### src/source/bootPkg.sv
package bootPkg;

    localparam int wordWidth = 16;
    localparam int addrWidth = 10;
    localparam int memDepth  = 1 << addrWidth; // Words per RAM

    // Bit positions inside the 4-bit software reset vector
    localparam int vecFull = 3;
    localparam int vecInst = 2;
    localparam int vecIo   = 1;
    localparam int vecData = 0;

    typedef enum logic [1:0] {idle, flashInst, flashData, submitReset} resetState;

    // Decoded reset request, listed from highest to lowest priority
    typedef enum logic [1:0] {kindFull, kindInst, kindIo, kindData} resetKind;

    localparam logic [wordWidth-1:0] instBase   = 16'h1000;
    localparam logic [wordWidth-1:0] instStride = 16'd3;

    function automatic logic [wordWidth-1:0] instImage(input logic [addrWidth-1:0] a);
        logic [wordWidth-1:0] ext;
        ext = wordWidth'(a);
        return ext * instStride + instBase; // Wraps modulo 2^16
    endfunction

    function automatic logic [wordWidth-1:0] dataImage(input logic [addrWidth-1:0] a);
        return ~wordWidth'(a);
    endfunction

endpackage

### src/source/memArbiter.sv
`timescale 1ns/1ns

module memArbiter (
    input  logic                          clk,
    input  logic                          rstN,
    input  logic                          flashBusy,
    input  logic                          flashWe,
    input  logic                          flashSel,
    input  logic [bootPkg::addrWidth-1:0] flashAddr,
    input  logic [bootPkg::wordWidth-1:0] flashWData,
    input  logic                          hostEn,
    input  logic                          hostWe,
    input  logic                          hostSel,
    input  logic [bootPkg::addrWidth-1:0] hostAddr,
    input  logic [bootPkg::wordWidth-1:0] hostWData,
    output logic                          hostGrant,
    output logic [bootPkg::wordWidth-1:0] hostRData,
    output logic                          memWe,
    output logic                          memRe,
    output logic                          memSel,
    output logic [bootPkg::addrWidth-1:0] memAddr,
    output logic [bootPkg::wordWidth-1:0] memWData,
    input  logic [bootPkg::wordWidth-1:0] memRData
);
    import bootPkg::*;

    logic readPending; // Granted host read last cycle

    assign hostGrant = !flashBusy; // Flasher always wins

    assign memWe    = flashBusy ? flashWe : (hostEn && hostWe);
    assign memRe    = hostGrant && hostEn && !hostWe;
    assign memSel   = flashBusy ? flashSel : hostSel;
    assign memAddr  = flashBusy ? flashAddr : hostAddr;
    assign memWData = flashBusy ? flashWData : hostWData;

    always_ff @(posedge clk) begin
        if (!rstN) begin
            readPending <= 1'b0;
        end else begin
            readPending <= memRe;
        end
    end

    assign hostRData = readPending ? memRData : {wordWidth{1'b0}};

endmodule

### config.mk
export PLATFORM = sky130hd
export DESIGN_NAME = memArbiter
export DESIGN_NICKNAME = d
export VERILOG_FILES = /design/src/source/bootPkg.sv /design/src/source/memArbiter.sv
export SDC_FILE = /design/constraint.sdc
export NUM_CORES = 1
export LEC_CHECK = 0
export BUFFER_PORTS_ARGS = -buffer_cell sky130_fd_sc_hd__buf_2
export CAP_MARGIN = 0
export CORE_MARGIN = 2
export CORE_UTILIZATION = 22
export DETAILED_ROUTE_END_ITERATION = 10
export PLACE_DENSITY = 0.81
export SYNTH_ARGS = -nofsm -noshare
export SYNTH_HDL_FRONTEND = slang
export SYNTH_SLANG_ARGS = --single-unit
### constraint.sdc
create_clock -name clk -period 1.2 [get_ports clk]
set_clock_uncertainty 0.2 [all_clocks]
set_input_delay 0.06 -clock clk [delete_from_list [all_inputs] [get_ports clk]]
set_output_delay 0.06 -clock clk [all_outputs]
set_load 0.05 [all_outputs]
Word-level counts from Yosys, hierarchy flattened
Index checks and enable logic that the tools add are counted.

word-level totals
  register bits = 1
  output and inout bits = 46
  word-level logic and storage cells = 11

cells by class
  multiplexer cells = 5
  reductions and logical operators = 5

operators by type and width
  operator           number
  $mux 16            2
  $mux 10            1
  $logic_and 1x1->1  3
  $logic_not 1->1    2
  $mux 1             2

Logic depth before layout (Yosys ltp)
Gate-level depths: netlist of run 1.

  word-level depth = 3
  depth in mapped cells = 3
  mapped depth without buffers = 2

Worst setup path after synthesis of run 1
Ideal clock, no wire load.

  path type = in2reg
  start point = input port flashBusy
  end point = register readPending
  library setup time = 0.065 ns
  arrival = 1.490 ns
  required time = 0.935 ns
  setup slack = -0.555 ns
  stages on the path = 2
  path through = nor3b_1 -> and2_1

between the ends
  cells in the longest elaborated chain, start to end = 3

ends and longest elaborated chain
  item                             line              text
  start, declared                  memArbiter.sv:6   input logic flashBusy,
  $logic_not 1->1                  memArbiter.sv:29  assign hostGrant = !flashBusy;
  $logic_and 1x1->1 (2 in series)  memArbiter.sv:32  assign memRe = hostGrant && hostEn && !hostWe;
  end signal, assigned             memArbiter.sv:41  readPending <= memRe;
  end, declared                    memArbiter.sv:27  logic readPending;

No other way between the ends.
A chain may end at the register's enable or synchronous reset.

Worst setup path in the final report of run 1
  start point = input port flashBusy
  end point = output port memAddr[3] (netlist name)

between the ends
  cells in the longest elaborated chain, start to end = 1

ends and longest elaborated chain
  item           line              text
  $mux 10        memArbiter.sv:34  assign memAddr = flashBusy ? flashAddr : hostAddr;
  end, declared  memArbiter.sv:21  output logic [bootPkg::addrWidth-1:0] memAddr,

No other way between the ends.

==> results.toml, run 1 <==
[placement]
finalWeightedCongestion = 0.7308
io_buffers = 121
hpwl_um = 2017

[sta]
timing.final.hold_violations = 0
finalSetupViolCount = 0
max_slew_margin = 0.8278
timing.final.crit_share = 0.9467
max_freq_ghz = 0.8803
fin_hold_ws_ns = 0.06014
worstMarginPinSlew_ns = 0.2602
rsz0062_at_grt = "no"
min_period_ns = 1.136
slew_viol_final = 0

[logic_synthesis]
postSynthCellCount = 54
ys_ff_latch = 1
syn-cell-area_sq_um = 495.5
syn_avg_cell_area_sq_um = 9.175
syn_nets = 130
ys_seq_area_frac = 0.04040
ys_types = 10
yosys_warnings = 0

[detailed_routing]
drc_errors = 0
wirelength_um = 2231
viasPerCell = 4.185
final_antenna_net_count = 0
wl_per_cell_um = 11.16
drt_iter0_drc = 5
wirelength_met1_um = 801
vias = 837
top_layer_used = "met3"
wl_met2_um = 1141
drtPass1Iterations = 4
route.met3.wl_um = 287

[power_and_ir_drop]
p_int_w = 0.0002538
swShare = 0.6169
p_clk_frac = 0
power_w = 0.0006625
power_switching_w = 0.0004087
seq_power_share = 0.056
powerDensity_nw_per_um2 = 585.7
ir_worst_vdd_v = 0.0003511
p_comb_frac = 0.944
leakagePower_nw = 0.7008

[worst_setup_path]
cp_num_buf_inv = 2
cp_max_fo = 28
crit_chain = "buf_6 > mux2_2 > buf_2"
crit_family = "buffers and inverters"
cp_num_cells = 3
slowest_delay_ns = 0.38
end_kind = "output pin"
start_kind = "primary input"
cpMaxStageDelayCell = "mux2_2"
path_class = "in2out"
worstPathArrival_ns = 0.88
required_ns = 0.94

[global_routing]
first_global_vias = 758
grt_usage = 0.1468
antenna_found_initial = 0
grt-ovfl-total = 0
grt_max_degree = 29
grt_pass1_wl_um = 3105

[floorplanning]
core_sq_um = 2170
ioPinCount = 122
die_h_um = 51.46
num_rows = 17
floorplan.initialDensity = 0.2284
die_x_um = 51.46
dieArea_sq_um = 2648

[clock_network]
cts.repair_timing.setup_buffer_count = 0
path_clk_slew_ns = 0

[finish]
antenna_cells = 0
drive_gt1_frac = 0.9360
top_register = "readPending"
area_delta_synth_final_pct = 128.3
largest_register_ffs = 1
largestRegisters = "readPending x1"
nFillCells = 207
nNetsFinal = 250

[job]
drv_cap = 0

[min_path]
whs_path_depth = 2
hold_class = "in2reg"

[outcome]
status = "finished clean"
timing repair:
item / 4_1_cts / 5_1_grt
setup endpoints to repair: 41 / 0
resized for setup: 3 / 0
hold buffers: 0 / 0
worst paths after layout:
kind | start | slack, ns | endpoint
worst min-delay path | rstN | 0.06 | readPending$_SDFF_PN0_
worst max-delay path | flashBusy | 0.06 | memAddr[3]
cell type report:
class	count	area [sq um]	share of cell area
Tap cell	28	35.03	0.03097
Inverter	1	3.754	0.003319
Multi-Input combinational cell	48	451.7	0.3993
Timing Repair Buffer	122	619.3	0.5476
Sequential cell	1	21.27	0.01881
Yosys cell counts (all sizes together):
master / count / area [sq um]
mux2: 27 / 307.8
dfxtp: 1 / 20.02
nand2: 2 / 7.510
o21ai: 1 / 5.000
nor3b: 1 / 7.510
and2: 17 / 106.4
inv: 1 / 3.750
buf: 3 / 33.78
clkbuf: 1 / 3.750
routing by layer:
metal,vias up,global-route usage
met5,-,0
met4,0,0
met3,0,0.02047
met2,58,0.3226
met1,357,0.1476
li1,422,-
metrics by stage:
| step | cell area [sq um] | std cells | TNS [ns] | util | worst slack [ns] |
|---|---|---|---|---|---|
| 2_1_floorplan | 513.0 | 54 | -0.01697 | - | -0.01697 |
| 3_3_place_gp | 1124 | 200 | -5.426 | 0.5179 | -0.2022 |
| 3_5_place_dp | 1124 | 200 | -5.789 | 0.5179 | -0.2118 |
| 4_1_cts | 1131 | 200 | 0 | 0.5213 | 0.05646 |
| 5_1_grt | 1131 | 200 | 0 | 0.5213 | 0.01652 |
| 6_report | 1131 | 200 | 0 | 0.5213 | 0.06401 |
placed cells by master (no fill, tap or decap):
cell type,count
buf_2,120
nand2_1,2
inv_1,1
and2_2,10
mux2_4,1
and2_1,7
buf_4,1
dfxtp_2,1
buf_6,1
nor3b_2,1
o21ai_1,1
mux2_2,26
cell families (layout without fill, tap and decap cells):
group / count (synthesis) / count (layout) / share of synthesized area
and+or+nand+nor: 20 / 20 / 0.2450
DFF: 1 / 1 / 0.04041
muxes: 27 / 27 / 0.6212
AOI/OAI and AO/OA: 1 / 1 / 0.01009
buffers and inverters: 5 / 123 / 0.08331
power by group through the flow:
stage | registers [W] | logic (W) | clock network, W
after floorplan | 0.0000356 | 0.000437 | 0
after global placement | 0.0000372 | 0.000623 | 0
after detailed placement | 0.0000373 | 0.000625 | 0
after CTS | 0.0000374 | 0.000630 | 0
after global routing | 0.0000378 | 0.000657 | 0
final | 0.0000372 | 0.000625 | 0
No activity file was read; power rests on OpenSTA's default activity.
==> run 2: changes to the inputs <==
==> constraint.sdc (replaced) <==
create_clock -name clk -period 1.2 [get_ports clk]
set_clock_uncertainty 0.2 [all_clocks]
set_input_delay 0.18 -clock clk [delete_from_list [all_inputs] [get_ports clk]]
set_output_delay 0.18 -clock clk [all_outputs]
set_load 0.05 [all_outputs]
==> run 2 against run 1 <==
Against the previous run:
- combinational power up 51%
- critical path type unchanged
- the flow now finishes with violations (negative setup slack)
- largest cell class unchanged
- sequential power down 5%
- utilization rose by 26 points
- via count increased by 14%
- wire length increased by 50%
- largest power group unchanged
- sequential share of layout area shrank 0.70 points
- power rose by 47%
- global-route usage up 10 points
- flip-flop and latch count stayed put
- die area stayed put
==> results.toml, run 2 (same netlist as run 1, synthesis figures left out) <==
[floorplanning]
die_h_um = 51.46
num_rows = 17
core_sq_um = 2170
dieArea_sq_um = 2648
floorplan.initialDensity = 0.2284
ioPinCount = 122
die_x_um = 51.46

[placement]
hpwl_um = 2077
dp_cells = 203
finalWeightedCongestion = 0.7487
dp_slack_ns = -0.2144
io_buffers = 121

[sta]
fin_hold_ws_ns = 0.1882
timing.final.crit_share = 1.086
rsz0062_at_grt = "yes"
worstMarginPinSlew_ns = 0.2483
slew_viol_final = 0
fin_ws_ns = -0.1034
timing.final.hold_violations = 0
finalSetupViolCount = 28
max_slew_margin = 0.8356
min_period_ns = 1.303
max_freq_ghz = 0.7672

[finish]
nNetsFinal = 257
mostFrequentLayoutCells = "buf_2 (75), buf_8 (28), mux2_4 (27), buf_4 (13), and2_2 (10)"
fin_cells = 207
drive_gt1_frac = 0.9385
top_register = "readPending"
area_delta_synth_final_pct = 243.4
largest_register_ffs = 1
antenna_cells = 0
final_common_cell = "buf_2"
largestRegisters = "readPending x1"

[min_path]
whs_path_depth = 2
holdPathEnd = "readPending$_SDFF_PN0_"
holdCritStartpoint = "rstN"
hold_class = "in2reg"

[power_and_ir_drop]
p_int_w = 0.0004916
leakagePower_nw = 0.9775
powerDensity_nw_per_um2 = 573.5
seq_power_share = 0.036
swShare = 0.4962
power_w = 0.0009759
ir_worst_vdd_v = 0.0005219
power_switching_w = 0.0004843
p_comb_frac = 0.964
p_clk_frac = 0

[detailed_routing]
drt_iter0_drc = 12
drtPass1Iterations = 4
viasPerCell = 4.609
vias = 954
drc_errors = 0
final_antenna_net_count = 0
wirelength_um = 3347
wl_per_cell_um = 16.17

[worst_setup_path]
end_kind = "output pin"
cp_num_buf_inv = 3
crit_family = "buffers and inverters"
worstPathArrival_ns = 0.92
cpMostUsedCell = "buf_12"
crit_chain = "buf_12 > buf_12 > mux2_4 > buf_8"
slowest_delay_ns = 0.31
cp_num_cells = 4
path_class = "in2out"
cp_max_fo = 6
start_kind = "primary input"
cpMaxStageDelayCell = "mux2_4"
required_ns = 0.82

[global_routing]
grt_pass1_wl_um = 4850
first_global_vias = 1058
grt_usage = 0.2474
grt_max_degree = 11
grt-ovfl-total = 0
antenna_found_initial = 0

[clock_network]
path_clk_slew_ns = 0
holdBufCountCts = 0

[job]
drv_cap = 0

[outcome]
status = "finished with violations"
violations = "negative setup slack"
## run 2: cell count changes in the layout (fill, tap and decap cells not counted), sizes merged
cell and change:
clkbuf +6, buf +1
## run 2: worst max-delay path by stage
stage | start | to | slack [ns]
global route | flashBusy | memWData[12] | -0.11
global placement | flashBusy | memWData[11] | -0.20
finish | flashBusy | memWData[3] | -0.10
floorplan | readPending$_SDFF_PN0_ | hostRData[10] | -0.05
CTS | flashBusy | memWData[9] | -0.1
detailed placement | flashBusy | memWData[9] | -0.21
## run 2: routing by layer
| layer | track usage | vias up | wire [um] |
|---|---|---|---|
| li1 | - | 443 | - |
| met1 | 0.2091 | 419 | 972 |
| met5 | 0 | - | 0 |
| met2 | 0.5214 | 82 | 1815 |
| met3 | 0.07895 | 10 | 445 |
| met4 | 0.07895 | 0 | 114 |
## run 2: cell type report
type                    count  area [sq um]
well taps                  28         35.03
repair buffers            129          1084
inverters                   1         3.754
flip-flops and latches      1         20.02
fillers                   138         467.9
multi-input cells          48         559.3
## run 2: repair_timing
action / CTS / global route
gates resized for setup: 127 / 10
gates cloned: 4 / 0
buffers inserted: 0 / 0
pin swaps: 1 / 0
endpoints found under the setup margin: 39 / 34
## run 2: power groups by stage
stage	Combinational (W)	Clock, W	Sequential (W)
after global routing	0.000969	0	0.0000354
after detailed placement	0.000642	0	0.0000353
after global placement	0.000634	0	0.0000352
after floorplan	0.000440	0	0.0000356
final	0.000941	0	0.0000353
after CTS	0.000916	0	0.0000353
## run 2: per-stage QoR
step	TNS (ns)	utilization	area, sq um
2_1_floorplan	-0.5487	-	523.0
3_3_place_gp	-5.348	0.5386	1169
3_5_place_dp	-5.604	0.5386	1169
4_1_cts	-2.285	0.7705	1672
5_1_grt	-2.676	0.7843	1702
6_report	-2.363	0.7843	1702
==> run 3: changes to the inputs <==
--- a/config.mk
+++ b/config.mk
@@ -10,7 +10,7 @@
 export CORE_MARGIN = 2
 export CORE_UTILIZATION = 22
 export DETAILED_ROUTE_END_ITERATION = 10
-export PLACE_DENSITY = 0.81
+export PLACE_DENSITY = 0.86
 export SYNTH_ARGS = -nofsm -noshare
 export SYNTH_HDL_FRONTEND = slang
 export SYNTH_SLANG_ARGS = --single-unit
==> run 3 against run 2 <==
Against the previous run:
- the flow still finishes with violations (negative setup slack)
- sequential share of layout area increased by 0.13 points
- sequential power hardly changed
- hold slack got worse by 0.0060 ns
- flip-flop and latch count stayed put
- die area stayed put
- cell area down 9.9%
- via count is 1.0% lower
- fmax grew 7.7%
- power decreased by 10%
- critical path type unchanged
- largest cell class unchanged
- largest power group unchanged
==> results.toml, run 3 (same netlist as run 1, synthesis figures left out) <==
[sta]
max_freq_ghz = 0.8262
rsz0062_at_grt = "yes"
worstMarginPinSlew_ns = 0.2533
finalSetupViolCount = 4
fin_ws_ns = -0.01043
slew_viol_final = 0
min_period_ns = 1.210
timing.final.hold_violations = 0
max_slew_margin = 0.8323
timing.final.crit_share = 1.009

[finish]
drive_gt1_frac = 0.9375
top_register = "readPending"
antenna_cells = 0
area_delta_synth_final_pct = 209.6
fin_area_sq_um = 1534
fin_cells = 204
largest_register_ffs = 1
nNetsFinal = 254
final_common_cell = "buf_2"
mostFrequentLayoutCells = "buf_2 (78), buf_6 (21), mux2_4 (18), buf_4 (12), and2_2 (10)"
largestRegisters = "readPending x1"
nFillCells = 157

[global_routing]
grt_usage = 0.2109
grt_pass1_wl_um = 4215
first_global_vias = 960
grt-ovfl-total = 0
grt_max_degree = 16
antenna_found_initial = 0

[detailed_routing]
vias = 944
final_antenna_net_count = 0
drc_errors = 0
drtPass1Iterations = 4
drt_iter0_drc = 5
wl_per_cell_um = 15.86
viasPerCell = 4.627
wirelength_um = 3236

[floorplanning]
dieArea_sq_um = 2648
floorplan.initialDensity = 0.2284
num_rows = 17
ioPinCount = 122
die_h_um = 51.46
core_sq_um = 2170
die_x_um = 51.46

[clock_network]
cts.repair_timing.setup_buffer_count = 0
path_clk_slew_ns = 0

[min_path]
hold_class = "in2reg"
holdPathEnd = "readPending$_SDFF_PN0_"
whs_path_depth = 2
holdCritStartpoint = "rstN"

[power_and_ir_drop]
ir_worst_vdd_v = 0.0004029
leakagePower_nw = 0.8858
powerDensity_nw_per_um2 = 569.8

[worst_setup_path]
required_ns = 0.82
worstPathArrival_ns = 0.83
path_class = "in2out"
cp_max_fo = 15
end_kind = "output pin"
start_kind = "primary input"

[placement]
hpwl_um = 2099
io_buffers = 121
dp_cells = 202
dpl_cell_area_sq_um = 1149
finalWeightedCongestion = 0.7820

[outcome]
status = "finished with violations"
violations = "negative setup slack"

[job]
drv_cap = 0
run 3: cell count changes in the layout (fill, tap and decap cells not counted):
| cell | change |
|---|---|
| buf_8 | -20 |
| buf_12 | -2 |
| buf_4 | -1 |
| mux2_2 | +9 |
| buf_2 | +3 |
| buf_6 | +19 |
| clkbuf_4 | -2 |
| mux2_4 | -9 |
run 3: layout make-up:
class,instances,area (sq um),share of cell area
repair buffers,126,949.7,0.6191
multi-input cells,48,525.5,0.3426
well taps,28,35.03,0.02284
flip-flops and latches,1,20.02,0.01305
inverters,1,3.754,0.002447
run 3: stage by stage:
step / setup slack (ns) / total power (W) / setup TNS (ns) / hold WS (ns) / util
after floorplan: -0.05487 / 0.0004753 / -0.5487 / 0.1017 / -
after global placement: -0.4410 / 0.0006610 / -12.99 / 0.1956 / 0.5294
after detailed placement: -0.4536 / 0.0006678 / -13.14 / 0.1861 / 0.5294
after CTS: -0.01663 / 0.0008238 / -0.01663 / 0.1861 / 0.6672
after global routing: -0.03451 / 0.0009020 / -0.1108 / 0.1962 / 0.7070
final: -0.01043 / 0.0008741 / -0.02324 / 0.1823 / 0.7070
run 3: power breakdown:
group          internal, W  switching, W   total, W
logic             0.000381      0.000458   0.000839
clock network            0             0          0
registers        0.0000348   0.000000394  0.0000352
total             0.000416      0.000459   0.000874
run 3: timing repair:
action / CTS / global route
endpoints found under the setup margin: 40 / 20
hold buffers: 0 / 0
pin swaps: 1 / 0
gates cloned: 2 / 0
gates resized for setup: 78 / 27
run 3: worst max-delay path: stages:
cell	delay (ns)
buf_16	0.14
mux2_2	0.36
buf_6	0.15
run 3: per-layer routing:
| metal | vias to the layer above | share of wire | track usage |
|---|---|---|---|
| met3 | 10 | 0.14 | 0.06725 |
| met5 | - | 0 | 0 |
| met1 | 415 | 0.28 | 0.1596 |
| li1 | 433 | - | - |
| met4 | 0 | 0.037 | 0.07018 |
| met2 | 86 | 0.54 | 0.4658 |
run 3: how the worst max path moves through the flow:
stage / end / cells past startpoint / slack, ns / startpoint
finish: memAddr[9] / 3 / -0.01 / flashBusy
CTS: memRe / 4 / -0.02 / flashBusy
floorplan: hostRData[10] / 2 / -0.05 / readPending$_SDFF_PN0_
detailed placement: memWData[14] / 3 / -0.45 / flashBusy
global placement: memWData[14] / 3 / -0.44 / flashBusy
global route: memRe / 4 / -0.03 / flashBusy
